File: src/cacheArray.sv
`timescale 1ns/100ps

module cacheArray #(
  parameter int  Depth    = 64,
  parameter type payloadT = logic
) (
  input  logic                     clk,
  input  logic                     rst_n,
  input  logic [$clog2(Depth)-1:0] rdIndex_i,
  input  logic                     wrEn_i,
  input  logic [$clog2(Depth)-1:0] wrIndex_i,
  input  payloadT                  wrPayload_i,
  output payloadT                  rdPayload_o
);

  payloadT entries [Depth];

  // every entry starts invalid and clean
  always_ff @(posedge clk or negedge rst_n) begin
    if (!rst_n) begin
      for (int i = 0; i < Depth; i++) begin
        entries[i] <= '0;
      end
    end else if (wrEn_i) begin
      entries[wrIndex_i] <= wrPayload_i;
    end
  end

  // read is combinational, a write shows on the next cycle
  assign rdPayload_o = entries[rdIndex_i];

endmodule

File: config.mk
export PLATFORM = sky130hd
export DESIGN_NAME = cacheArray
export DESIGN_NICKNAME = d
export VERILOG_FILES = /design/src/cacheArray.sv
export SDC_FILE = /design/constraint.sdc
export NUM_CORES = 1
export LEC_CHECK = 0
export ABC_CLOCK_PERIOD_IN_PS = 4810
export BUFFER_PORTS_ARGS = -buffer_cell sky130_fd_sc_hd__buf_2
export CAP_MARGIN = 20
export CORE_ASPECT_RATIO = 0.75
export CORE_MARGIN = 4
export CORE_UTILIZATION = 50
export CTS_CLUSTER_DIAMETER = 80
export DETAILED_ROUTE_END_ITERATION = 10
export GPL_TIMING_DRIVEN = 0
export PLACE_DENSITY_LB_ADDON = 0.15
export SLEW_MARGIN = 10
export SYNTH_ARGS = -nofsm -noshare
export SYNTH_HDL_FRONTEND = slang
export SYNTH_SLANG_ARGS = --single-unit
File: constraint.sdc
create_clock -name clk -period 4.81 [get_ports clk]
set_input_delay 0.962 -clock clk [delete_from_list [all_inputs] [get_ports clk]]
set_output_delay 0.962 -clock clk [all_outputs]
set_load 0.05 [all_outputs]
==> flow_metrics.py <==
metrics = {
    "power_and_ir_drop": {
        "p_sw_share_pct": 26.2,
        "p_sw_mw": 0.357,
        "p_seq_share_pct": 47.4,
        "total_power_mw": 1.36,
        "leakagePower_nw": 1.66,
        "pwr-share-clk_pct": 37.7,
        "power_frac_comb_pct": 14.9,
        "p_int_mw": 1.01,
        "vdd.ir_drop.worst_v": 0.000234,
        "pwr_density_cell_nw_per_um2": 356,
    },
    "global_route": {
        "grt_pass1_wl_mm": 13.0,
        "grt_max_degree": 65,
        "gr-total-overflow": 0,
        "grt_usage_pct": 21.2,
        "first_global_vias": 2350,
        "antenna_found_initial": 0,
    },
    "die": {
        "dieArea_um2": 8290,
        "die_x_um": 104,
        "rows": 25,
        "io_pins": 17,
        "start_util_pct": 52.9,
        "die_y_um": 79.9,
        "coreArea_um2": 6510,
    },
    "setup_path": {
        "crit_required_ps": 3850,
        "r2r-end": "entries[36]",
        "timing.rr.start": "entries[36]",
        "worst_setup_path_end_kind": "output port",
        "critPathMaxFanout": 10,
        "arrival_ps": 2670,
        "setup.worst_path.class": "input pin to output port",
        "crit_path_start_kind": "input pin",
        "r2r_cells": 1,
        "rrSetupSlack_ps": 3990,
    },
    "hold_path": {
        "hold_end": "entries[27]",
        "hold_class": "register to register",
        "hp-start": "entries[27]",
        "min_path_cells": 1,
    },
    "sta": {
        "tns_ps": 0,
        "setup_ws_ps": 1180,
        "max-slew-margin-rel_pct": 23.0,
        "rsz0062_at_grt": "no",
        "fmax_ghz": 0.275,
        "drv_slew": 0,
        "setup_viol": 0,
        "worst_clock_skew_ps": 0,
        "hold_viol_final": 0,
        "finalCritPeriodShare_pct": 75.5,
        "worstMarginPinSlew_ps": 1150,
        "fin_crit_ps": 3630,
    },
    "final_layout": {
        "fin_nets": 337,
        "area.sequential_um2": 1600,
        "multiInputGateArea_um2": 1740,
        "fin_area_um2": 3820,
        "largest_registers": "entries x64",
        "layout-drive-gt1-share_pct": 36.5,
        "n_fill_cell": 566,
        "n_antenna_cell": 0,
        "syn2layout_area_growth_pct": 11.0,
        "largest_reg_flops": 64,
        "top_register": "entries",
    },
    "detailed_routing": {
        "dr.pass1.iters": 6,
        "wire_per_inst_um": 19.8,
        "postRouteAntennaNets": 0,
        "wl_mm": 8.05,
        "vias": 2365,
        "via_per_inst": 5.81,
        "drtIter0Drc": 104,
        "drc": 0,
    },
    "flow_run": {
        "maxCapViolations": 0,
    },
    "synthesis": {
        "synth_area_um2": 3440,
        "syn_avg_cell_area_um2": 11.5,
        "seq_area_frac_synth_pct": 46.5,
        "ys_types": 37,
        "yosysWarnings": 0,
        "ys_seq_elements": 64,
        "synth.net_count": 315,
        "synthCells": 299,
    },
    "place": {
        "gp_congestion": 0.835,
        "dpl.hpwl_mm": 5.77,
        "place_ws_ps": 1200,
        "io_buffers": 11,
        "placed_area_um2": 3600,
    },
    "clock_network": {
        "htreeDepth": 3,
        "cts_setup_buffers": 0,
        "cts.sinks": 64,
        "path_clk_slew_ps": 70,
        "clockRootBuffer": "clkbuf_8",
        "cts_tree": "done",
        "clk_path_buf_depth": 2,
        "cts_hold_buf": 0,
        "worstSkewPairLatency_ps": 350,
        "cts-buffers-inserted": 9,
        "post_cts_resize_count": 0,
    },
    "run_status": {
        "outcome": "finished, final reports clean",
    },
}
-- stage by stage --
stage / hold WS, ps / std cells / util (%)
after floorplan: 471 / 299 / -
after global placement: 481 / 391 / 55.3
after detailed placement: 488 / 391 / 55.4
after CTS: 505 / 407 / 58.8
after global routing: 510 / 407 / 58.8
final: 502 / 407 / 58.8
-- per-layer routing --
metal / share of wire (%) / GRT usage, %
met3: 5.4 / 5.98
met1: 51 / 31.2
met2: 43 / 31.1
met4: 0.76 / 4.65
met5: 0 / 0
-- kinds of logic (layout without fill, tap and decap cells) --
logic type | count (synthesis) | count (layout) | share of synthesized area, %
AO/OA/AOI/OAI | 10 | 10 | 2.80
buffers and inverters | 23 | 50 | 2.91
flip-flops | 64 | 64 | 46.5
multiplexers | 82 | 82 | 30.7
AND/OR/NAND/NOR | 120 | 120 | 17.1
-- power by group through the flow --
stage | logic (mW) | registers (mW) | clock network [mW]
6_report | 0.202 | 0.646 | 0.513
4_1_cts | 0.205 | 0.646 | 0.522
5_1_grt | 0.222 | 0.654 | 0.554
3_5_place_dp | 0.204 | 0.655 | 0
2_1_floorplan | 0.149 | 0.641 | 0
3_3_place_gp | 0.198 | 0.652 | 0
-- worst max-delay path, cell delays in order --
cell	delay [ps]
clkbuf_1	410
mux4_2	300
inv_1	70
a221oi_2	290
a211oi_2	70
a211oi_2	260
buf_2	300
-- cells in the mapped netlist --
library cell | count | area (um^2)
mux2_2 | 65 | 732
dfrtp_1 | 64 | 1600
nor2_1 | 40 | 150
nand2_1 | 37 | 139
clkbuf_1 | 12 | 45.0
mux4_2 | 11 | 248
buf_2 | 5 | 25.0
mux2i_1 | 5 | 50.1
inv_1 | 4 | 15.0
nand2b_1 | 4 | 25.0
nand3_1 | 4 | 20.0
nor3_1 | 4 | 20.0
nor3b_1 | 4 | 30.0
and3_1 | 3 | 18.8
nand3b_1 | 3 | 22.5
nand4b_1 | 3 | 26.3
nor4_1 | 3 | 18.8
a211oi_2 | 2 | 25.0
a22oi_1 | 2 | 15.0
and2_1 | 2 | 12.5
nand4_1 | 2 | 12.5
nor2b_1 | 2 | 12.5
nor3b_2 | 2 | 25.0
or2_2 | 2 | 12.5
or3b_2 | 2 | 17.5
a2111oi_0 | 1 | 8.76
a211oi_1 | 1 | 7.51
a221oi_2 | 1 | 15.0
a32oi_1 | 1 | 8.76
and3b_1 | 1 | 8.76
buf_1 | 1 | 3.75
buf_6 | 1 | 11.3
mux4_1 | 1 | 26.3
nor3_2 | 1 | 10.0
nor4b_1 | 1 | 8.76
o2111ai_1 | 1 | 8.76
o211ai_1 | 1 | 7.51
-- worst max path at each step --
stage | start | to | slack [ps] | cells after the start
2_1_floorplan | rdIndex_i[2] | rdPayload_o | 1280 | 6
4_1_cts | rdIndex_i[1] | rdPayload_o | 1200 | 7
3_3_place_gp | rdIndex_i[1] | rdPayload_o | 1200 | 8
5_1_grt | rdIndex_i[1] | rdPayload_o | 1050 | 8
3_5_place_dp | rdIndex_i[1] | rdPayload_o | 1200 | 7
6_report | rdIndex_i[2] | rdPayload_o | 1180 | 7
-- cells in the final DEF, fill, tap and decap left out, drive strengths merged, types with 5 or more instances in the layout --
master,Yosys,final
nor3b,6,6
inv,4,5
mux2,65,65
dfrtp,64,64
mux2i,5,5
nor3,5,5
nand2,37,37
clkbuf,12,21
buf,7,18
nor2,40,40
mux4,12,12
-- final cells by class --
class / count / share of cell area (%)
multi-input combinational: 212 / 45.6
sequential: 64 / 41.9
inverter: 4 / 0.393
clock inverter: 7 / 2.49
tap: 81 / 2.65
timing repair buffer: 11 / 1.51
clock buffer: 9 / 3.24
buffer: 19 / 2.23
No activity file was read; power rests on OpenSTA's default activity.
