[src/cacheGeomPkg.sv]
package cacheGeomPkg;

  // byte address seen by the load/store unit
  localparam int AddrBits = 32;

  // processor word
  localparam int WordBits = 64;

  // 32-byte lines
  localparam int OffsetBits = 5;

  // four words per line
  localparam int WordSelBits = 2;

  typedef logic [AddrBits-1:0] addrT;
  typedef logic [WordBits-1:0] wordT;
  typedef logic [WordBits/8-1:0] byteMaskT;

  // byte address with the line offset removed
  typedef logic [AddrBits-OffsetBits-1:0] lineAddrT;
  typedef logic [(WordBits << WordSelBits)-1:0] lineT;

  // full line address kept per entry, so the set count stays out of this type
  typedef struct packed {
    lineAddrT lineAddr;
    logic     valid;
    logic     dirty;
  } metaT;

endpackage

[src/cacheCtrl.sv]
`timescale 1ns/100ps

module cacheCtrl #(
  parameter int IndexBits = 6
) (
  input  logic                   clk,
  input  logic                   rst_n,
  input  logic                   reqValid_i,
  input  logic                   reqWe_i,
  input  cacheGeomPkg::addrT     reqAddr_i,
  input  cacheGeomPkg::wordT     reqData_i,
  input  cacheGeomPkg::byteMaskT reqMask_i,
  input  cacheGeomPkg::metaT     meta0_i,
  input  cacheGeomPkg::metaT     meta1_i,
  input  cacheGeomPkg::lineT     line0_i,
  input  cacheGeomPkg::lineT     line1_i,
  input  logic                   fillDone_i,
  input  cacheGeomPkg::lineT     fillLine_i,
  input  logic                   wbDone_i,
  output logic                   reqDone_o,
  output cacheGeomPkg::wordT     doneData_o,
  output logic [IndexBits-1:0]   rdIndex_o,
  output logic                   metaWr0_o,
  output logic                   metaWr1_o,
  output logic                   dataWr0_o,
  output logic                   dataWr1_o,
  output logic [IndexBits-1:0]   wrIndex_o,
  output cacheGeomPkg::metaT     metaPayload_o,
  output cacheGeomPkg::lineT     linePayload_o,
  output logic                   fillStart_o,
  output cacheGeomPkg::lineAddrT fillAddr_o,
  output logic                   wbStart_o,
  output cacheGeomPkg::lineAddrT wbAddr_o,
  output cacheGeomPkg::lineT     wbLine_o
);

  typedef enum logic [2:0] {
    idle,
    lookup,
    wbWait,
    fillWait,
    install
  } stateT;

  stateT                                state;
  logic [IndexBits-1:0]                 index;
  cacheGeomPkg::lineAddrT               reqLine;
  logic [cacheGeomPkg::WordSelBits-1:0] wordSel;
  logic                                 hit0;
  logic                                 hit1;
  logic                                 anyHit;
  logic                                 storeHit;
  logic [2**IndexBits-1:0]              replPtr;
  logic                                 victimWay;
  cacheGeomPkg::metaT                   victMeta;
  logic                                 needWb;
  logic                                 miss;
  logic                                 wrWay0;
  logic                                 wrWay1;
  cacheGeomPkg::lineT                   selLine;
  cacheGeomPkg::lineT                   mergedLine;
  cacheGeomPkg::wordT                   curWord;
  cacheGeomPkg::wordT                   mergedWord;

  assign index   = reqAddr_i[cacheGeomPkg::OffsetBits +: IndexBits];
  assign reqLine = reqAddr_i[cacheGeomPkg::AddrBits-1:cacheGeomPkg::OffsetBits];
  assign wordSel = reqAddr_i[cacheGeomPkg::OffsetBits-1 -: cacheGeomPkg::WordSelBits];

  // tag compare against the full line address
  assign hit0   = meta0_i.valid && (meta0_i.lineAddr == reqLine);
  assign hit1   = meta1_i.valid && (meta1_i.lineAddr == reqLine);
  assign anyHit = hit0 || hit1;
  assign miss   = (state == lookup) && !anyHit;

  // victim comes from this set's toggle pointer
  assign victMeta = replPtr[index] ? meta1_i : meta0_i;
  assign needWb   = victMeta.valid && victMeta.dirty;

  always_ff @(posedge clk or negedge rst_n) begin
    if (!rst_n) begin
      state     <= idle;
      victimWay <= 1'b0;
      replPtr   <= '0;
    end else begin
      case (state)
        idle: begin
          if (reqValid_i) begin
            state <= lookup;
          end
        end
        lookup: begin
          if (anyHit) begin
            state <= idle;
          end else begin
            victimWay      <= replPtr[index];
            replPtr[index] <= !replPtr[index];
            state          <= needWb ? wbWait : fillWait;
          end
        end
        wbWait: begin
          if (wbDone_i) begin
            state <= fillWait;
          end
        end
        fillWait: begin
          if (fillDone_i) begin
            state <= install;
          end
        end
        install: begin
          // second lookup now hits the new line
          state <= lookup;
        end
        default: begin
          state <= idle;
        end
      endcase
    end
  end

  // word select and byte merge
  always_comb begin
    selLine = hit1 ? line1_i : line0_i;
    curWord = selLine[wordSel * cacheGeomPkg::WordBits +: cacheGeomPkg::WordBits];
    for (int b = 0; b < cacheGeomPkg::WordBits / 8; b++) begin
      mergedWord[b*8 +: 8] = reqMask_i[b] ? reqData_i[b*8 +: 8] : curWord[b*8 +: 8];
    end
    mergedLine = selLine;
    mergedLine[wordSel * cacheGeomPkg::WordBits +: cacheGeomPkg::WordBits] = mergedWord;
  end

  assign reqDone_o  = (state == lookup) && anyHit;
  assign doneData_o = reqWe_i ? mergedWord : curWord;

  // store hit marks the line dirty, install writes it clean
  assign storeHit = reqDone_o && reqWe_i;
  assign wrWay0   = (storeHit && hit0) || ((state == install) && !victimWay);
  assign wrWay1   = (storeHit && hit1) || ((state == install) && victimWay);

  assign rdIndex_o = index;
  assign wrIndex_o = index;
  assign metaWr0_o = wrWay0;
  assign metaWr1_o = wrWay1;
  assign dataWr0_o = wrWay0;
  assign dataWr1_o = wrWay1;

  assign metaPayload_o.lineAddr = reqLine;
  assign metaPayload_o.valid    = 1'b1;
  assign metaPayload_o.dirty    = (state != install);
  assign linePayload_o          = (state == install) ? fillLine_i : mergedLine;

  // refill either right away or once the dirty victim has left
  assign wbStart_o   = miss && needWb;
  assign wbAddr_o    = victMeta.lineAddr;
  assign wbLine_o    = replPtr[index] ? line1_i : line0_i;
  assign fillStart_o = (miss && !needWb) || ((state == wbWait) && wbDone_i);
  assign fillAddr_o  = reqLine;

  noDoubleHit: assert property (@(posedge clk) disable iff (!rst_n)
    (state == lookup) |-> !(hit0 && hit1));

endmodule

[config.mk]
export PLATFORM = sky130hd
export DESIGN_NAME = cacheCtrl
export DESIGN_NICKNAME = d
export VERILOG_FILES = /design/src/cacheGeomPkg.sv /design/src/cacheCtrl.sv
export SDC_FILE = /design/constraint.sdc
export NUM_CORES = 1
export LEC_CHECK = 0
export BUFFER_PORTS_ARGS = -buffer_cell sky130_fd_sc_hd__buf_4
export CAP_MARGIN = 10
export CORE_AREA = 10 10 616 618
export DETAILED_ROUTE_END_ITERATION = 8
export DIE_AREA = 0 0 626 628
export PLACE_DENSITY_LB_ADDON = 0.25
export SLEW_MARGIN = 40
export SYNTH_ARGS = -nofsm -noshare
export SYNTH_HDL_FRONTEND = slang
export SYNTH_SLANG_ARGS = --single-unit
[constraint.sdc]
create_clock -name clk -period 6.54 [get_ports clk]
set_clock_uncertainty 0.1 [all_clocks]
set_input_delay 0.654 -clock clk [delete_from_list [all_inputs] [get_ports clk]]
set_output_delay 0.654 -clock clk [all_outputs]
set_load 0.02 [all_outputs]
==> summary.txt <==
Run status
  – Outcome: finished, violations left
  – Failing checks: design-rule violations

Setup path
  – Critical path data arrival time: 4.94 ns
  – Endpoint type of the worst setup path: output pin
  – Startpoint types: input pin
  – CP top delay family: buffers and inverters
  – Crit path required time: 5.79 ns
  – Critical setup path kind: input pin to output pin
  – CP cell instances: buf_4 -> xnor2_1 -> buf_4 -> nand4_1 -> nor4_2 -> and2_4 -> buf_12 -> buf_12 -> buf_12 -> mux4_2 -> mux2i_1 -> o21ai_0 -> buf_4
  – CP max stage cell: mux2i_1
  – Crit path buffers/inverters: 6
  – Crit Path Max Fanout: 36
  – Crit-path max cell delay: 0.56 ns

Timing
  – Tcrit/Tclk final: 87.1%
  – Max_slew headroom: 39.4%
  – Worst hold margin: 0.208 ns
  – Max Fclk: 176 MHz
  – Worst Tran Pin Value: 0.899 ns
  – Setup TNS: 0 ns
  – Setup ws final: 0.842 ns
  – Final setup fails: 0
  – RSZ-0062 raised after global routing: false
  – Hold violation count in the final report: 0
  – Period minus WS final: 5.70 ns
  – Final Slew Violations: 0

Synthesis
  – Ys Warns: 0
  – Post-synth EDFFs: 0
  – #FFs+latches synth: 68
  – Mapped Nets: 3141
  – Asr flop ratio synth: 100%
  – Combinational family with the most area after synthesis: multiplexers
  – Top_reg_cell synth: dfrtp_1
  – Synth cell types: 54
  – Simple-gate share of the synthesized area: 8.86%
  – Multiplexer area fraction after synthesis: 50.5%
  – Synth Instances: 2200
  – Synth Area in XOR/XNOR: 2.28%
  – Mean Syn Cell Area: 9.45 sq um
  – Adder-cell share of the synthesized area: 0.301%
  – Post-synthesis compound-gate area fraction: 21.4%
  – Seq/Total Area, Yosys: 8.19%
  – Post-Syn Area: 20800 sq um

Clock network
  – Clock Sinks: 68
  – PostCTS Resize Cnt: 0
  – CTS H-tree depth: 3
  – CTS tree: done
  – Postcts setup bufs: 0
  – Root Buffer: clkbuf_16
  – Cts-stage hold buffer count: 0
  – Longest Clk Path Bufs: 2
  – CTS Buf Count: 9
  – Skew-Pair Late Insertion Delay: 0.34 ns
  – Clock-pin slew on the worst setup and hold paths: 0.06 ns

Power and ir drop
  – VDD IR max: 0.143 mV
  – Total power draw: 8.12 mW
  – Cell Pwr Density: 207 nW/um^2
  – Static Leak: 15.0 nW

Place
  – GPL Wtd Cong: 0.916
  – DP HPWL: 349000 um
  – Pre-CTS setup slack: 0.723 ns
  – IO buf count: 1609

Detailed routing
  – Antenna Nets Post-Route: 0
  – Wl on met1: 146000 um
  – Drt pass-1 iters: 9
  – Met3 WL: 42800 um
  – Drc violations: 8
  – Final WL: 391000 um
  – DR vias/cell: 3.60
  – DR WL/cell: 45.6 um
  – Met2 wire length: 193000 um
  – Initial DRC Count: 4499
  – Via Count: 30800
  – Highest Signal Layer: met5

Cells and area
  – Commonest non-fill, non-tap cell in the layout: buf_4
  – Layout cell share with drive strength beyond 1: 69.3%
  – Reg area: 1700 sq um
  – # fillers: 42500
  – Area used by multi-input combinational logic: 17400 sq um
  – Most frequent cells in the layout: buf_4, mux2_2, o21ai_0
  – Nets: 4602
  – P&R area growth vs syn: 88.7%
  – Final Util: 10.7%

Floorplan
  – Row count: 223
  – I/O Pins: 1614
  – Core ar.: 367000 sq um
  – Die area: 393000 sq um
  – Vert. Die Dim: 628 um
  – Die W: 626 um
  – Starting Density: 5.66%

Job
  – Max-cap violation count: 0

Global routing
  – First-pass GRT wire length: 463000 um
  – Vias in the first global route: 30300
  – Antenna violations before repair: 186
  – Grt total ovfl: 0
  – Largest net degree at the start of global routing: 105
  – GRT Util Overall: 18.7%

Hold path
  – Hold Path Class: input pin to asynchronous set/reset pin
[state kept, by name, summed over array words and instances, names as in the netlist]
| name | count |
|---|---|
| replPtr | 64 |
| state | 3 |
| victimWay | 1 |
[worst paths after layout]
path / from / endpoint / slack (ns) / cells past startpoint
setup reg to reg: replPtr[1]$_DFFE_PN0P_ / replPtr[27]$_DFFE_PN0P_ / 3.36 / 8
hold reg to reg: replPtr[3]$_DFFE_PN0P_ / replPtr[3]$_DFFE_PN0P_ / 0.40 / 1
setup / recovery: reqAddr_i[13] / linePayload_o[46] / 0.84 / 13
min in group clk: replPtr[3]$_DFFE_PN0P_ / replPtr[3]$_DFFE_PN0P_ / 0.40 / 1
hold / removal: rst_n / state[0]$_DFFE_PN0P_ / 0.21 / 1
max in group asynchronous: rst_n / replPtr[8]$_DFFE_PN0P_ / 5.64 / 1
[area by class of cell]
class                           instances  share of cell area [%]
Multi-Input combinational cell       1814                    44.4
Timing Repair Buffer                 1757                    34.4
Tap cell                             4837                    15.4
Sequential cell                        68                    4.34
Clock buffer                            9                   0.574
Antenna cell                           70                   0.447
Clock inverter                          7                   0.195
Inverter                               11                   0.156
[worst reg2reg max path: cells and delay by family, from the launching register on]
family	cells	cell delay [ns]
AOI/OAI and AO/OA	3	0.98
buffers and inverters	2	0.72
muxes	2	0.50
and+or+nand+nor	1	0.43
DFF	1	0.38
[kinds of logic (layout without fill, tap and decap cells)]
kind of cell,count (synthesis),in the layout
other cells,1,71
simple gates,330,330
flops,68,68
mux,806,806
xor+xnor,54,54
fa+ha+maj,5,5
compound gates,618,618
buf+inv,318,1784
[metal layers]
metal / vias up / global-route usage [%]
met5: - / 0
met1: 16000 / 20.9
met3: 391 / 8.14
li1: 12100 / -
met2: 2220 / 33.2
met4: 94 / 3.01
[through the flow]
stage                     instances  instance area (sq um)
after floorplan                2200                  20800
after global placement         8480                  38600
after detailed placement       8487                  38700
after CTS                      8503                  39000
after global routing           8540                  39100
final                          8573                  39200
[cells in the mapped netlist, drive strengths merged, types with 3 or more instances]
master  count  area (sq um)
a21oi      72           360
ha          5          62.6
xor2        4          35.0
o22ai       4          25.0
nor4b       3          26.3
nand2b     36           225
and2       69           432
nand2      27           101
mux4      134          3020
or3b        3          26.3
o21ai     265          1330
buf       161          1160
nor2       78           293
xnor2      50           438
dfrtp      68          1700
and3        5          31.3
a22oi       3          22.5
nor4       47           315
nand4      36           225
a222oi    256          2560
mux2      604          6800
inv        11          41.3
nor3b       3          22.5
mux2i      68           681
nor2b       5          31.3
nor3        3          15.0
nand3       6          30.0
clkbuf    146           548
[power by group]
part / internal [mW] / switching, mW
clock network: 0.297 / 0.202
registers: 0.573 / 0.0901
logic: 2.39 / 4.56
total: 3.26 / 4.85
(Power assumes the default switching activity.)
