File: config.mk
export PLATFORM = sky130hd
export DESIGN_NAME = cpuReqPort
export DESIGN_NICKNAME = d
export VERILOG_FILES = /design/src/cacheGeomPkg.sv /design/src/cpuReqPort.sv
export SDC_FILE = /design/constraint.sdc
export NUM_CORES = 1
export LEC_CHECK = 0
export BUFFER_PORTS_ARGS = -buffer_cell sky130_fd_sc_hd__buf_2
export CORE_AREA = 3 3 134 136
export CTS_CLUSTER_DIAMETER = 80
export DETAILED_ROUTE_END_ITERATION = 10
export DIE_AREA = 0 0 137 139
export HOLD_SLACK_MARGIN = 0.05
export PLACE_DENSITY = 0.72
export SLEW_MARGIN = 20
export SYNTH_ARGS = -nofsm -noshare
export SYNTH_HDL_FRONTEND = slang
export SYNTH_SLANG_ARGS = --single-unit
File: constraint.sdc
create_clock -name clk -period 8.3 [get_ports clk]
set_input_delay 0.83 -clock clk [delete_from_list [all_inputs] [get_ports clk]]
set_output_delay 0.83 -clock clk [all_outputs]
set_load 0.05 [all_outputs]
File: src/cacheGeomPkg.sv
package cacheGeomPkg;

  // byte address seen by the load/store unit
  localparam int AddrBits = 32;

  // processor word
  localparam int WordBits = 64;

  // 32-byte lines
  localparam int OffsetBits = 5;

  // four words per line
  localparam int WordSelBits = 2;

  typedef logic [AddrBits-1:0] addrT;
  typedef logic [WordBits-1:0] wordT;
  typedef logic [WordBits/8-1:0] byteMaskT;

  // byte address with the line offset removed
  typedef logic [AddrBits-OffsetBits-1:0] lineAddrT;
  typedef logic [(WordBits << WordSelBits)-1:0] lineT;

  // full line address kept per entry, so the set count stays out of this type
  typedef struct packed {
    lineAddrT lineAddr;
    logic     valid;
    logic     dirty;
  } metaT;

endpackage

File: src/cpuReqPort.sv
`timescale 1ns/100ps

module cpuReqPort (
  input  logic                   clk,
  input  logic                   rst_n,
  input  logic                   req_i,
  input  logic                   we_i,
  input  cacheGeomPkg::addrT     addr_i,
  input  cacheGeomPkg::wordT     wrData_i,
  input  cacheGeomPkg::byteMaskT wrMask_i,
  input  logic                   reqDone_i,
  input  cacheGeomPkg::wordT     doneData_i,
  output logic                   ack_o,
  output cacheGeomPkg::wordT     rdData_o,
  output logic                   reqValid_o,
  output logic                   reqWe_o,
  output cacheGeomPkg::addrT     reqAddr_o,
  output cacheGeomPkg::wordT     reqData_o,
  output cacheGeomPkg::byteMaskT reqMask_o
);

  typedef enum logic [1:0] {
    waitReq,
    busy,
    waitDrop
  } stateT;

  stateT state;

  // four-phase handshake with the processor
  always_ff @(posedge clk or negedge rst_n) begin
    if (!rst_n) begin
      state <= waitReq;
    end else begin
      case (state)
        waitReq: begin
          if (req_i) begin
            state <= busy;
          end
        end
        busy: begin
          if (reqDone_i) begin
            state <= waitDrop;
          end
        end
        waitDrop: begin
          // ack stays up as long as req is held
          if (!req_i) begin
            state <= waitReq;
          end
        end
        default: begin
          state <= waitReq;
        end
      endcase
    end
  end

  // one extra cycle between capture and the cache seeing the request
  always_ff @(posedge clk or negedge rst_n) begin
    if (!rst_n) begin
      reqValid_o <= 1'b0;
    end else begin
      reqValid_o <= (state == busy) && !reqDone_i;
    end
  end

  // request fields, stable for the whole access
  always_ff @(posedge clk) begin
    if (state == waitReq && req_i) begin
      reqWe_o   <= we_i;
      reqAddr_o <= addr_i;
      reqData_o <= wrData_i;
      reqMask_o <= wrMask_i;
    end
  end

  // returned word, merged word on stores
  always_ff @(posedge clk) begin
    if (reqDone_i) begin
      rdData_o <= doneData_i;
    end
  end

  assign ack_o = (state == waitDrop);

  ackNeedsReq: assert property (@(posedge clk) disable iff (!rst_n)
    $rose(ack_o) |-> $past(req_i));

endmodule

==> metrics, run 1 <==
Clock Tree Buf Depth=2; share of layout cells above drive strength 1=0.679; met3 Track Usage GR=0.0704; CTS tree=done; CP arrival=around 2.4 ns; pin count of the biggest net entering global routing=77; Final setup violation count=0; crit-path leading delay family=buffers and inverters; Critical Path Sink Type=register; hpwl dp=10900 um; row cnt=48; synth unique cells=9; PortBufs=about 340; final core utilization=0.459; buffers plus inverters on the worst setup path=3; gr ovfl total=0; most used cell, CP=buf_4; core area=0.0171 mm^2; Setup crit start=req_i; clk slew on worst S/H paths=0.07 ns; met2 GRT Util=0.242; RD Place Congestion=0.831; Hold Crit Class=input port to async pin; post-synthesis sequential area ratio=0.988; Cell Pwr Density=340 mW/mm^2; Layout area overhead=50.3%; Final Hold Vio Count=0; R2R depth=3; Req. time, crit path=8.34 ns; status=complete, no violations; critical path depth in cells=4; most used routing layer in global routing=met2; CP endpoint=reqMask_o[4]; Yosys warning total=0; Yosys reg bits=172; worst vdd ir=between 0.15 and 0.2 mV; initial antenna violation count=2; static leakage=roughly 3.3 nW; slowest CP cell=buf_4; Post-Synthesis Cells=180; H-Tree Depth=4; Worst Setup Path Type=input port to register; Pre-Repair DR Iteration Count=4; post-layout min period=roughly 2.4 ns; Rel. slew slack=0.375; Slew Viols, Final=0; FMAX=425 MHz; max incr delay on CP=0.77 ns; worst slew pin tran=roughly 0.94 ns; CTS root buffer=clkbuf_16; first-pass GRT wire length=between 20000 and 25000 um; largest driver fanout on the critical path=76; clock skew=0.0114 ns; total of max-cap violations=0; TritonCTS Buffers=17; vias in the first global route=3600; design area=0.00783 mm^2; drt total wl=approximately 14000 um; I/O pin cnt=344; Synth Cell Area=0.00521 mm^2; number of remaining DRC errors=0; reg-to-reg critical path startpoint=state[1]; setup tns final=0 ns; Vias=3214; area of the die=0.0190 mm^2; DP Area=0.00724 mm^2; Initial Util=0.306; Total GRT Usage=0.142; GRT met1 Usage=0.151; RR Endpoint=reqMask_o[4]; crit path launch type=input port; WL/cell=17.7 um; die extent in x=137 um; # hold bufs at CTS=0; worst-path cell chain=buf_2 -> nor3b_4 -> buf_4 -> buf_4; Syn Nets=between 300 and 400; Worst-Skew Late Latency=0.41 ns; clock sink count=172; die height=139 um; RSZ-0062 raised after global routing=no; Syn Area/Cell=between 20 and 30 um^2; diode count=0; post_cts resized=0; R2R Setup Slk=about 5.9 ns; DR iter-0 viols=143; vias per std cell=4.10; ANT nets after route=0; Layout Nets=718; Tcrit/Tclk final=0.284; Post-CTS Repair Setup Buffers=0
Yosys cell counts:
| cell | instances | area, um^2 |
|---|---|---|
| and2b_2 | 1 | 8.76 |
| dfrtp_1 | 3 | 75.1 |
| edfxtp_1 | 169 | 5070 |
| nand2_1 | 1 | 3.75 |
| nand3b_1 | 1 | 7.51 |
| nor2_1 | 1 | 3.75 |
| nor3b_1 | 1 | 7.51 |
| nor3b_2 | 2 | 25.0 |
| o21ai_1 | 1 | 5.00 |
sequential cells by signal, indices dropped and copies added, names as in the netlist:
name / flops
state: 2
reqWe_o: 1
reqData_o: 64
rdData_o: 64
reqAddr_o: 32
reqValid_o: 1
reqMask_o: 8
worst register-to-register path: cells and delay by family, from the launching register on:
| kind | cells | cell delay, ns |
|---|---|---|
| buf+inv | 2 | 1.15 |
| flops | 1 | 0.47 |
| simple gates | 1 | 0.28 |
worst min-delay path by stage:
stage	startpoint	end	slack [ns]
2_1_floorplan	state[1]	reqValid_o	0.52
3_3_place_gp	state[1]	state[0]	0.57
3_5_place_dp	state[1]	reqValid_o	0.61
4_1_cts	rst_n	reqValid_o	0.17
5_1_grt	rst_n	state[1]	0.18
6_report	rst_n	state[1]	0.20
logic make-up (layout without fill, tap and decap cells):
kind of cell | after synthesis | in the layout | synth area share
AO/OA/AOI/OAI | 1 | 1 | 0.000959
buffers and inverters | 0 | 378 | 0
flip-flops | 172 | 172 | 0.988
AND/OR/NAND/NOR | 7 | 7 | 0.0108
cells in the final DEF (no fill, tap or decap), types with 2 or more instances in the layout:
cell         n
clkinv_4     5
nor3b_2      2
inv_6        3
buf_2      343
clkbuf_1     2
clkbuf_16   17
bufinv_16    2
buf_4        3
inv_8        2
edfxtp_1   169
dfrtp_1      3
area by class of cell:
class,instances,area (um^2)
fill,1520,9220
timing repair buffer,346,1740
clock buffer,19,433
multi-input combinational,8,72.6
clock inverter,13,156
tap,225,282
sequential,172,5150
where the power goes:
| group | switching (mW) | leakage, nW | internal [mW] |
|---|---|---|---|
| Sequential | 0.0426 | 1.64 | 1.13 |
| Combinational | 0.581 | 1.39 | 0.123 |
| Clock | 0.334 | 0.288 | 0.452 |
| Total | 0.958 | 3.33 | 1.71 |
metal layers:
metal	wire length [um]	up-vias
met3	1410	22
met1	4870	1553
li1	-	1462
met2	7330	173
met5	21	-
met4	271	4
per-stage QoR:
step	total power, mW	hold slack, ns	cells	setup slack [ns]
floorplan	1.71	0.521	180	2.94
global placement	1.89	0.574	751	5.56
detailed placement	1.91	0.609	751	5.45
CTS	2.70	0.172	783	5.89
global route	2.77	0.179	783	5.78
finish	2.66	0.201	783	5.94
No activity file was read; power rests on OpenSTA's default activity.
==> inputs of run 2 (changes only) <==
clock period = 2.1 ns   (was 8.3 ns; I/O delays follow)
==> run 2 against run 1 <==
  * The run now fails in clock tree synthesis
  * Synthesized cell count stayed put
  * Area after synthesis stayed put
==> metrics, run 2 <==
I/O pin cnt=344 (unchanged); die extent in x=137 um (unchanged); count leader, synth=edfxtp_1 (unchanged); H-Tree Depth=4 (unchanged); status=did not finish (was complete, no violations); clock sink count=172 (unchanged); Yosys reg bits=172 (unchanged); placed cell count=750 (was 751); Post-synth EDFFs=169 (unchanged); post_cts resized=0 (unchanged); Yosys warning total=0 (unchanged); # hold bufs at CTS=157 (was 0); area leader, netlist=edfxtp_1 (unchanged); Synth async-reset ratio=0.0174 (unchanged); TritonCTS Buffers=17 (unchanged); Post-synth top flop=edfxtp_1 (unchanged); Exit stage=clock tree synthesis; Clock Tree Buf Depth=2 (unchanged); error msg=[ERROR RSZ-0060] Max buffer count reached.; synth top area cells=edfxtp_1 97%, dfrtp_1 1.4%, nor3b_2 0.48% (unchanged); Syn Nets=353 (unchanged); Synth Cell Area=0.00521 mm^2 (unchanged); Post-Synthesis Cells=180 (unchanged); CTS root buffer=clkbuf_16 (unchanged); Yosys top cell area share=0.974 (unchanged); Post-synth top cells=169 x edfxtp_1, 3 x dfrtp_1, 2 x nor3b_2 (unchanged); die height=139 um (unchanged); PortBufs=343 (unchanged); hpwl dp=10600 um (was 10900 um); row cnt=48 (unchanged); Post-CTS Repair Setup Buffers=0 (unchanged); synth unique cells=9 (unchanged); Initial Util=0.306 (unchanged); post-synthesis sequential area ratio=0.988 (unchanged); RD Place Congestion=0.809 (was 0.831); Syn Area/Cell=29.0 um^2 (unchanged)
[run 2: cell counts after synthesis]
No cell type changed its count.
[run 2: cells by family after synthesis]
family	after synthesis	synth area share
compound gates	1	0.000959
flops	172	0.988
simple gates	7	0.0108
[run 2: metrics by stage]
step | instance area (um^2) | worst slack, ns | hold WS [ns] | util
2_1_floorplan | 5220 | -1.48 | -0.0856 | -
3_3_place_gp | 7260 | 0.565 | 0.00431 | 0.426
3_5_place_dp | 7260 | 0.505 | 0.0106 | 0.426
==> inputs of run 3 (changes only) <==
CORE_AREA = 3 3 132 134   (was 3 3 134 136)
CTS_CLUSTER_DIAMETER = unset   (was 80)
DIE_AREA = 0 0 135 137   (was 0 0 137 139)
HOLD_SLACK_MARGIN = unset   (was 0.05)
PLACE_DENSITY = unset   (was 0.72)
PLACE_DENSITY_LB_ADDON = 0.15   (was unset)
clock period = 2.75 ns   (was 2.1 ns; I/O delays follow)
==> run 3 against run 2 <==
  * The run now ends clean
==> metrics, run 3 (synthesis results as in run 1) <==
Worst Setup Path Type=register to register; CP arrival=1.89 ns; switching pwr=2.84 mW; Clk pwr share=0.295; core area=0.0164 mm^2; min-delay src=wrData_i[60]; ANT nets after route=0; Hold Crit Class=input port to register; drt total wl=13400 um; Vias=3286; reg-to-reg critical path startpoint=state[1]; vias in the first global route=3257; clk slew on worst S/H paths=0.06 ns; Clock Tree Buf Depth=2 (unchanged); RSZ-0062 raised after global routing=no; gr ovfl total=0; CTS tree=done; PortBufs=343 (unchanged); Logic pwr share=0.272; Slew Viols, Final=0; die extent in x=135 um (was 137 um); Rel. slew slack=0.470; most frequent cells in the layout=343 x buf_2, 169 x edfxtp_1, 26 x dlygate4sd3_1; routed wire length on met3=1870 um; pin count of the biggest net entering global routing=67; max incr delay on CP=0.70 ns; Internal Power=roughly 5.3 mW; design area=between 0.008 and 0.009 mm^2; Tcrit/Tclk final=0.649; Final setup violation count=0; worst-path cell chain=nor3b_4 -> buf_12; WL/cell=between 15 and 20 um; Layout area overhead=56.7%; R2R Setup Slk=0.96 ns; hold endpoint=reqData_o[60]; die height=137 um (was 139 um); TritonCTS Buffers=17 (unchanged); first-pass GRT wire length=18100 um; Total GRT Usage=0.135; post-layout min period=1.79 ns; CTS root buffer=clkbuf_16 (unchanged); Pre-Repair DR Iteration Count=4; hpwl dp=10300 um (was 10600 um); row cnt=47 (was 48); Initial Util=0.318 (was 0.306); Final Hold Vio Count=0; crit-path leading delay family=simple AND/OR/NAND/NOR gates; worst hold path depth=1; slowest CP cell=nor3b_4; clock sink count=172 (unchanged); Req. time, crit path=2.86 ns; vias per std cell=around 4.1; buffers plus inverters on the worst setup path=1; H-Tree Depth=4 (unchanged); total of max-cap violations=0; FMAX=560 MHz; number of remaining DRC errors=0; initial antenna violation count=3; status=complete, no violations (was did not finish); Worst-Skew Late Latency=0.41 ns; Layout Nets=roughly 750; M1 WL=4360 um; Cell Pwr Density=995 mW/mm^2; clock skew=0.00780 ns; Critical Path Sink Type=register; post_cts resized=0 (unchanged); share of layout cells above drive strength 1=0.652; static leakage=3.44 nW; Reg power frac=0.433; switch share=0.350; DP Area=0.00730 mm^2 (was 0.00726 mm^2); Top Layer Used=met4; Met2 Wirelength=6910 um; I/O pin cnt=344 (unchanged); DR iter-0 viols=roughly 110; most common cell after layout, fill and taps aside=buf_2; crit path launch type=register; RD Place Congestion=0.733 (was 0.809); R2R depth=2; largest driver fanout on the critical path=34; placed cell count=748 (was 750); worst vdd ir=around 0.40 mV; worst slew pin tran=0.794 ns; RR Endpoint=reqData_o[43]; Non-Filler Instances=807; area of the die=about 0.018 mm^2; top flop regs=rdData_o (64), reqData_o (64), reqAddr_o (32)
-- run 3: final cells by class --
| type | count | area (um^2) |
|---|---|---|
| multi-input combinational | 8 | 72.6 |
| tap | 220 | 275 |
| sequential | 172 | 5150 |
| fill | 1409 | 8240 |
| antenna | 3 | 7.51 |
| clock buffer | 18 | 429 |
| clock inverter | 12 | 165 |
| timing repair buffer | 374 | 2060 |
-- run 3: power groups by stage --
stage                     clock (mW)  combinational (mW)  sequential, mW
after floorplan                    0               0.199            4.96
after global placement             0                2.20            3.57
after detailed placement           0                2.20            3.58
after CTS                       2.48                2.22            3.53
after global routing            2.59                2.29            3.56
final                           2.40                2.21            3.52
-- run 3: per-layer routing --
metal | track usage | up-vias
met4 | 0.0605 | 0
met3 | 0.0860 | 18
met5 | 0 | -
met2 | 0.224 | 224
li1 | - | 1522
met1 | 0.134 | 1522
-- run 3: worst max path at each step --
stage,slack [ns],to,from,cells past startpoint
2_1_floorplan,-0.83,reqAddr_o[0],state[0],1
3_3_place_gp,0.96,reqData_o[9],state[1],2
3_5_place_dp,0.95,reqData_o[24],state[1],2
4_1_cts,0.92,reqData_o[43],state[1],2
5_1_grt,0.85,reqData_o[43],state[1],2
6_report,0.96,reqData_o[43],state[1],2
-- run 3: timing repair --
| item | 4_1_cts | 5_1_grt |
|---|---|---|
| endpoints found under the hold margin | 18 | 10 |
| setup buffers | 0 | 0 |
| hold buffers | 16 | 10 |
-- run 3: through the flow --
| stage | util | power [mW] | setup slack [ns] | hold slack [ns] | setup TNS (ns) |
|---|---|---|---|---|---|
| after CTS | 0.491 | 8.23 | 0.917 | 0.000133 | 0 |
| after global placement | 0.445 | 5.77 | 0.964 | 0.0719 | 0 |
| after global routing | 0.498 | 8.44 | 0.847 | 0.000121 | 0 |
| after detailed placement | 0.445 | 5.78 | 0.951 | 0.0750 | 0 |
| after floorplan | - | 5.16 | -0.832 | -0.0206 | -87.31 |
| final | 0.498 | 8.12 | 0.964 | 0.0291 | 0 |
-- run 3: worst reg2reg max path, delay by kind of cell, from the launching register on --
| family | cells | cell delay, ns |
|---|---|---|
| flip-flops | 1 | 0.47 |
| buffers and inverters | 1 | 0.30 |
| AND/OR/NAND/NOR | 1 | 0.70 |
