===== src/cacheGeomPkg.sv =====
package cacheGeomPkg;

  // byte address seen by the load/store unit
  localparam int AddrBits = 32;

  // processor word
  localparam int WordBits = 64;

  // 32-byte lines
  localparam int OffsetBits = 5;

  // four words per line
  localparam int WordSelBits = 2;

  typedef logic [AddrBits-1:0] addrT;
  typedef logic [WordBits-1:0] wordT;
  typedef logic [WordBits/8-1:0] byteMaskT;

  // byte address with the line offset removed
  typedef logic [AddrBits-OffsetBits-1:0] lineAddrT;
  typedef logic [(WordBits << WordSelBits)-1:0] lineT;

  // full line address kept per entry, so the set count stays out of this type
  typedef struct packed {
    lineAddrT lineAddr;
    logic     valid;
    logic     dirty;
  } metaT;

endpackage


===== src/memBusPkg.sv =====
package memBusPkg;

  // a line moves as a burst of 64-bit beats
  // refill: one address handshake, then beats with a last flag
  // write-back: the whole line in one handshake
  localparam int BeatsPerLine = 4;

  // position of a beat inside its burst
  typedef logic [$clog2(BeatsPerLine)-1:0] beatCntT;

endpackage


===== src/memPort.sv =====
`timescale 1ns/100ps

module memPort #(
  parameter int IndexBits = 6
) (
  input  logic                   clk,
  input  logic                   rst_n,
  input  logic                   fillStart_i,
  input  cacheGeomPkg::lineAddrT fillAddr_i,
  input  logic                   wbStart_i,
  input  cacheGeomPkg::lineAddrT wbAddr_i,
  input  cacheGeomPkg::lineT     wbLine_i,
  input  logic                   rdReady_i,
  input  logic                   rdDataValid_i,
  input  cacheGeomPkg::wordT     rdData_i,
  input  logic                   rdLast_i,
  input  logic                   wrReady_i,
  output logic                   fillDone_o,
  output cacheGeomPkg::lineT     fillLine_o,
  output logic                   wbDone_o,
  output logic                   rdValid_o,
  output cacheGeomPkg::addrT     rdAddr_o,
  output logic                   wrValid_o,
  output cacheGeomPkg::addrT     wrAddr_o,
  output cacheGeomPkg::lineT     wrLine_o
);

  logic               receiving;
  memBusPkg::beatCntT beatCnt;

  // read request held until accepted, then beats counted up to last
  always_ff @(posedge clk or negedge rst_n) begin
    if (!rst_n) begin
      rdValid_o  <= 1'b0;
      receiving  <= 1'b0;
      beatCnt    <= '0;
      fillDone_o <= 1'b0;
    end else begin
      fillDone_o <= 1'b0;
      if (fillStart_i) begin
        rdValid_o <= 1'b1;
      end else if (rdValid_o && rdReady_i) begin
        rdValid_o <= 1'b0;
        receiving <= 1'b1;
        beatCnt   <= '0;
      end
      if (receiving && rdDataValid_i) begin
        beatCnt <= beatCnt + memBusPkg::beatCntT'(1);
        if (rdLast_i) begin
          receiving  <= 1'b0;
          fillDone_o <= 1'b1;
        end
      end
    end
  end

  always_ff @(posedge clk) begin
    if (fillStart_i) begin
      rdAddr_o <= {fillAddr_i, {cacheGeomPkg::OffsetBits{1'b0}}};
    end
    // beat n lands in word n of the line
    if (receiving && rdDataValid_i) begin
      fillLine_o[beatCnt * cacheGeomPkg::WordBits +: cacheGeomPkg::WordBits] <= rdData_i;
    end
  end

  // write-back line handed over in one handshake
  always_ff @(posedge clk or negedge rst_n) begin
    if (!rst_n) begin
      wrValid_o <= 1'b0;
      wbDone_o  <= 1'b0;
    end else begin
      wbDone_o <= wrValid_o && wrReady_i;
      if (wbStart_i) begin
        wrValid_o <= 1'b1;
      end else if (wrValid_o && wrReady_i) begin
        wrValid_o <= 1'b0;
      end
    end
  end

  always_ff @(posedge clk) begin
    if (wbStart_i) begin
      wrAddr_o <= {wbAddr_i, {cacheGeomPkg::OffsetBits{1'b0}}};
      wrLine_o <= wbLine_i;
    end
  end

  lastOnFinalBeat: assert property (@(posedge clk) disable iff (!rst_n)
    rdLast_i |-> receiving && rdDataValid_i
      && (beatCnt == memBusPkg::beatCntT'(memBusPkg::BeatsPerLine - 1)));

endmodule


===== config.mk =====
export PLATFORM = sky130hd
export DESIGN_NAME = memPort
export DESIGN_NICKNAME = d
export VERILOG_FILES = /design/src/cacheGeomPkg.sv /design/src/memBusPkg.sv /design/src/memPort.sv
export SDC_FILE = /design/constraint.sdc
export NUM_CORES = 1
export LEC_CHECK = 0
export BUFFER_PORTS_ARGS = -buffer_cell sky130_fd_sc_hd__buf_2
export CORE_AREA = 2 2 372 374
export DETAILED_ROUTE_END_ITERATION = 10
export DIE_AREA = 0 0 374 376
export SYNTH_ARGS = -nofsm -noshare
export SYNTH_HDL_FRONTEND = slang
export SYNTH_SLANG_ARGS = --single-unit

===== constraint.sdc =====
create_clock -name clk -period 4.5 [get_ports clk]
set_input_delay 0.225 -clock clk [delete_from_list [all_inputs] [get_ports clk]]
set_output_delay 0.225 -clock clk [all_outputs]
set_load 0.1 [all_outputs]

==> metrics.md, run 1 <==
| Metric | Value |
|---|---|
| Half-perimeter wire length after placement | `slightly below 80,000 µm` |
| Drt drc | `0` |
| Root Driver | `clkbuf_16` |
| FILL cells | `14,410` |
| Antenna Nets Post-Route | `0` |
| TritonCTS clock tree | `done` |
| Critical path data arrival time | `3030 ps` |
| Crit Path Category | `reg -> reg` |
| Maximum clock insertion buffer count | `3` |
| Mean area per synthesized cell | `about 20 µm²` |
| Initial antenna violation count | `between 40 and 50` |
| Core Rows | `roughly 140` |
| Final nets | `around 2,700` |
| Warnings, synthesis | `0` |
| Drt pass-1 iters | `5` |
| Max-slew headroom | `25.33%` |
| Async SR Flop Fraction | `~1.2%` |
| Internal cell power | `roughly 0.011 W` |
| Postcts setup bufs | `0` |
| PwrDens | `approximately 570 mW/mm²` |
| CTS clock-pin slew for the worst setup and hold paths | `60 ps` |
| Final Cycle Share | `a little under three fifths` |
| Number of DRC markers in iteration 0 | `roughly 750` |
| Type of origin of the critical path | `register` |
| Net Sw Frac | `41.53%` |
| Yosys top cell by area | `edfxtp_1` |
| Chip Width | `between 300 and 400 µm` |
| Peak VDD IR | `0.3478 mV` |
| Syn-to-layout area delta | `67.88%` |
| Post-synth top flop | `edfxtp_1` |
| Achievable Freq | `395.8 MHz` |
| CTS H-tree depth | `3` |
| Drt wl/cell | `24.33 µm` |
| Core Util, Final | `about a quarter` |
| RSZ-0062 raised after global routing | `false` |
| Post-synth EDFFs | `566` |
| Vias per cell | `3.397` |
| Post-synth top area share | `88.36%` |
| Port bufs | `951` |
| Synth Instances | `between 900 and 1,000` |
| Multi-input gate area | `between 0.0015 and 0.002 mm²` |
| Sink Count | `between 500 and 600` |
| CP Max Fanout | `64` |
| Max-slew violations | `0` |
| CP required | `5000 ps` |
| Fin Clk Skew | `just under 20 ps` |
| Core Region | `roughly 0.14 mm²` |
| Net Sw Power | `between 0.007 and 0.008 W` |
| Leakage | `12.79 nW` |
| Setup crit end kind | `register` |
| Placer Congestion | `between 0.7 and 0.8` |
| Clock power share | `just over 30%` |
| Combinational share of power | `approximately a third` |
| Run status | `complete, no violations` |
| Largest net degree at the start of global routing | `between 80 and 90` |
| Initial core utilization | `14.08%` |
| Setup TNS | `0 ps` |
| Die height | `376 µm` |
| R2R Path Start | `beatCnt[0]` |
| Share of cells above drive strength 1 | `between 40 and 50%` |
| WL final | `102,700 µm` |
| FF+latch count, synth | `573` |
| CTS buffer count | `71` |
| Area of the die | `0.1406 mm²` |
| Worst hold path class | `in -> reg` |
| Actual slew at the worst max-slew pin | `roughly 1100 ps` |
| Final Hold Viols | `0` |
| Yosys cell types | `26` |
| Gr usage total | `14.01%` |
| Grt total ovfl | `0` |
| First-pass GRT wire length | `131,900 µm` |
| Min cycle time layout | `about 2500 ps` |
| CP startpoint | `beatCnt[0]` |
| HP Start | `wbStart_i` |
| Final setup viols | `0` |
| Vias in the first global route | `14,770` |
| Reg power frac | `36.4%` |
| Top Ports | `roughly 960` |
| CTS resizes | `0` |
| Mapped cell area | `between 0.015 and 0.02 mm²` |
| # Max-Cap Violations | `0` |
| Worst-skew pair later-pin latency | `660 ps` |
| Ranking of synthesized cells by area | `edfxtp_1 88%, nor2_1 3.6%, and2_1 2.1%` |
| Vias | `14,330` |
| Total area of sequential cells | `about 0.017 mm²` |
| Sequential-to-total area share from yosys stat | `between 80% and 90%` |
-- kinds of logic (layout without fill, tap and decap cells) --
group,count (synthesis),after routing,share of synthesized area (%)
DFF,573,573,89.27
and+or+nand+nor,329,329,8.339
buffers and inverters,55,1482,1.808
other,1,31,0.01949
adders and majority gates,5,5,0.3252
AOI/OAI and AO/OA,6,6,0.2406
-- worst paths after layout --
kind                                  end  slack, ps  depth (start not counted)
max                        fillLine_o[44]       1970                          4
min                         wrLine_o[247]        100                          1
max reg2reg                fillLine_o[44]       1970                          4
min reg2reg                     wrValid_o        490                          1
max in group asynchronous       wrValid_o       3380                          3
min in group asynchronous      beatCnt[0]        690                          3
-- layout by cell type (no fill, tap or decap), types with 4 or more instances in the layout --
master	synthesis	final
diode_2	0	21
buf_2	2	950
clkinv_4	0	4
dlygate4sd3_1	0	381
conb_1	1	10
bufinv_16	0	5
buf_4	11	9
nor3_1	4	4
clkinv_2	0	12
ha_1	5	4
and3_4	0	4
nor2_1	187	187
inv_6	0	6
dfrtp_1	7	7
clkinv_1	0	9
and2_1	66	66
clkbuf_16	0	72
clkbuf_1	15	11
nand2b_1	59	59
clkinvlp_4	0	7
edfxtp_1	566	566
inv_1	9	9
-- worst max-delay path, stage by stage, from the launching register on --
cell and delay (ps):
dfrtp_1 470, inv_1 150, ha_1 380, and4bb_4 1040
and2_1 260
-- metrics by stage --
step	hold slack [ps]	cell area [µm²]	total power [W]	cells	worst slack (ps)
6_report	99.22	32290	0.01848	4220	1974
3_5_place_dp	146.7	26140	0.01260	3689	1972
2_1_floorplan	-70.59	19270	0.01120	978	1782
4_1_cts	65.12	32240	0.01879	4199	1925
5_1_grt	107.3	32270	0.01911	4211	1813
3_3_place_gp	140.1	26140	0.01255	3689	2087
-- what timing repair did --
action	4_1_cts	5_1_grt
endpoints found under the setup margin	0	0
hold endpoints to repair	562	0
hold buffers	381	0
-- cells in the mapped netlist (2+ instances only) --
cell type	count
clkbuf_1	15
buf_6	13
buf_4	11
nor2_1	187
and2_1	66
edfxtp_1	566
nand3b_1	2
a21o_1	2
nor3_1	4
nand2b_1	59
ha_1	5
inv_1	9
or3b_1	2
and3_1	5
buf_1	5
dfrtp_1	7
buf_2	2
-- sequential cells by signal (all words and copies together) (netlist names) --
| signal | cells |
|---|---|
| rdValid_o | 1 |
| rdAddr_o | 27 |
| wrAddr_o | 27 |
| fillLine_o | 256 |
| wrValid_o | 1 |
| fillDone_o | 1 |
| receiving | 1 |
| wbDone_o | 1 |
| wrLine_o | 256 |
| beatCnt | 2 |
-- layout make-up --
type,count,area share [%]
Sequential cell,573,53.17
Clock buffer,83,5.707
Tap cell,1794,6.951
Clock inverter,46,1.379
Timing Repair Buffer,1344,26.97
Inverter,9,0.1046
Antenna cell,21,0.1627
Multi-Input combinational cell,350,5.548
-- routing by layer --
layer,wire length [µm],global-route usage [%]
met2,50730,24.16
met4,2106,3.613
met5,97,0
met3,9253,4.974
met1,40500,16.45
-- power groups by stage --
stage | sequential [W] | combinational, W | clock (W)
after detailed placement | 0.00682 | 0.00578 | 0
after CTS | 0.00672 | 0.00610 | 0.00597
final | 0.00672 | 0.00601 | 0.00575
after floorplan | 0.0102 | 0.000996 | 0
after global routing | 0.00676 | 0.00622 | 0.00612
after global placement | 0.00682 | 0.00573 | 0
No activity file was read; power rests on OpenSTA's default activity.
==> inputs of run 2 (changes only) <==
==> constraint.sdc (replaced) <==
create_clock -name clk -period 2.1 [get_ports clk]
set_input_delay 0.105 -clock clk [delete_from_list [all_inputs] [get_ports clk]]
set_output_delay 0.105 -clock clk [all_outputs]
set_load 0.1 [all_outputs]
==> metrics.md, run 2 (same netlist as run 1, synthesis figures left out) <==
| Metric | Value |
|---|---|
| PwrDens | `between 1000 and 1500 mW/mm²` |
| Leakage | `between 10 and 15 nW` |
| Critical path data arrival time | `around 2500 ps` |
| Hold Slack | `around 160 ps` |
| Achievable Freq | `roughly 500 MHz` |
| Root Driver | `clkbuf_16` |
| Type of origin of the critical path | `register` |
| Worst hold path class | `in -> reg` |
| HP Start | `wbLine_i[147]` |
| Placer Congestion | `0.8286` |
| TritonCTS clock tree | `done` |
| WL final | `roughly 100,000 µm` |
| Chip Width | `~370 µm` |
| RSZ-0062 raised after global routing | `false` |
| Maximum clock insertion buffer count | `3` |
| Run status | `complete, no violations` |
| Max-slew violations | `0` |
| Crit Path Category | `reg -> reg` |
| CTS resizes | `0` |
| Net Sw Frac | `approximately two fifths` |
| Syn-to-layout area delta | `69.75%` |
| Initial core utilization | `14.08%` |
| CP startpoint | `beatCnt[1]` |
| Port bufs | `~950` |
| CTS H-tree depth | `3` |
| # hold bufs at CTS | `between 300 and 400` |
| Max-slew headroom | `between 50% and 60%` |
| Commonest non-fill, non-tap cells in the layout | `950 x buf_2, 566 x edfxtp_1, 383 x dlygate4sd3_1, 187 x nor2_1, 70 x clkbuf_16` |
| Net Sw Power | `roughly 0.016 W` |
| Clock power share | `between 30% and 40%` |
| Biggest regs | `fillLine_o (256), wrLine_o (256)` |
| Final Cycle Share | `a little over nine tenths` |
| Area of the die | `0.1406 mm²` |
| Peak VDD IR | `0.8324 mV` |
| CP required | `about 2600 ps` |
| Min cycle time layout | `approximately 2000 ps` |
| Vias per cell | `3.463` |
| Drt pass-1 iters | `4` |
| CTS buffer count | `69` |
| Top Ports | `~960` |
| Final nets | `2,777` |
| Drt wl/cell | `23.99 µm` |
| Grt total ovfl | `0` |
| Commonest non-fill, non-tap cell in the layout | `buf_2` |
| Reg power frac | `a little over a third` |
| Core Util, Final | `a little under a quarter` |
| Vias in the first global route | `around 15,000` |
| Setup TNS | `0 ps` |
| R2R setup slack | `between 90 and 100 ps` |
| Core Rows | `136` |
| Vias | `14,710` |
| Number of DRC markers in iteration 0 | `835` |
| Largest net degree at the start of global routing | `65` |
| First-pass GRT wire length | `about 130,000 µm` |
| Internal cell power | `0.02334 W` |
| Fin Clk Skew | `between 20 and 25 ps` |
| # Max-Cap Violations | `0` |
| Actual slew at the worst max-slew pin | `between 700 and 800 ps` |
| Antenna Nets Post-Route | `0` |
| Core Region | `~0.14 mm²` |
| Share of cells above drive strength 1 | `between 40 and 50%` |
| Half-perimeter wire length after placement | `80,710 µm` |
| Initial antenna violation count | `39` |
| Worst-skew pair later-pin latency | `approximately 670 ps` |
| CP Max Fanout | `64` |
| Final Hold Viols | `0` |
| Combinational share of power | `roughly a third` |
| R2R Path Start | `beatCnt[1]` |
| Setup crit end kind | `register` |
| Gr usage total | `around 14%` |
| Final setup viols | `0` |
| CTS clock-pin slew for the worst setup and hold paths | `about 60 ps` |
| Sink Count | `~570` |
| Die height | `roughly 380 µm` |
| Drt drc | `0` |
| Postcts setup bufs | `0` |
-- run 2: cell count changes in the layout (fill, tap and decap cells not counted), moves of 2 or more --
cell	delta
buf_12	+11
buf_4	+30
clkbuf_1	+3
clkbuf_16	-2
clkinv_1	+4
clkinv_2	-9
clkinv_4	-4
diode_2	-7
dlygate4sd3_1	+2
inv_6	-2
-- run 2: area by class of cell --
class | instances | area (µm²)
Antenna cell | 14 | 35.03
Clock buffer | 85 | 1818
Clock inverter | 35 | 381.6
Fill cell | 14420 | 104000
Inverter | 9 | 33.78
Multi-Input combinational cell | 350 | 1792
Sequential cell | 573 | 17170
Tap cell | 1794 | 2245
Timing Repair Buffer | 1387 | 9176
-- run 2: power by group through the flow --
stage | logic, W | clock network, W | registers (W)
after detailed placement | 0.0129 | 0 | 0.0146
after CTS | 0.0136 | 0.0123 | 0.0144
final | 0.0134 | 0.0120 | 0.0144
after floorplan | 0.00214 | 0 | 0.0218
after global routing | 0.0139 | 0.0127 | 0.0145
after global placement | 0.0128 | 0 | 0.0146
-- run 2: worst paths after layout --
| check | endpoint | depth (start not counted) |
|---|---|---|
| max in group asynchronous | rdValid_o | 3 |
| worst min-delay path | wrLine_o[147] | 2 |
| worst min register to register | wrValid_o | 1 |
| worst max-delay path | fillLine_o[209] | 5 |
| min in group asynchronous | beatCnt[0] | 3 |
| worst max register to register | fillLine_o[209] | 5 |
-- run 2: metrics by stage --
step / instances / setup slack, ps / total power (W) / area [µm²]
floorplan: 978 / 88.13 / 0.02398 / 19270
global placement: 3730 / 214.4 / 0.02738 / 26580
detailed placement: 3730 / 144.9 / 0.02748 / 26580
CTS: 4233 / 134.4 / 0.04031 / 32620
global route: 4239 / 25.45 / 0.04102 / 32630
finish: 4247 / 95.68 / 0.03976 / 32650
-- run 2: worst max-delay path: stages (launching register included) --
cell     delay (ps)
dfrtp_1         400
inv_1           160
ha_1            310
or3b_4          430
buf_12          190
nor2_1          210
-- run 2: layer usage --
metal / up-vias / wire length [µm] / track usage, %
met5: - / 69 / 0
met3: 139 / 9096 / 4.906
met2: 827 / 51380 / 24.44
met1: 7355 / 39050 / 16.07
li1: 6375 / - / -
met4: 10 / 2296 / 3.315
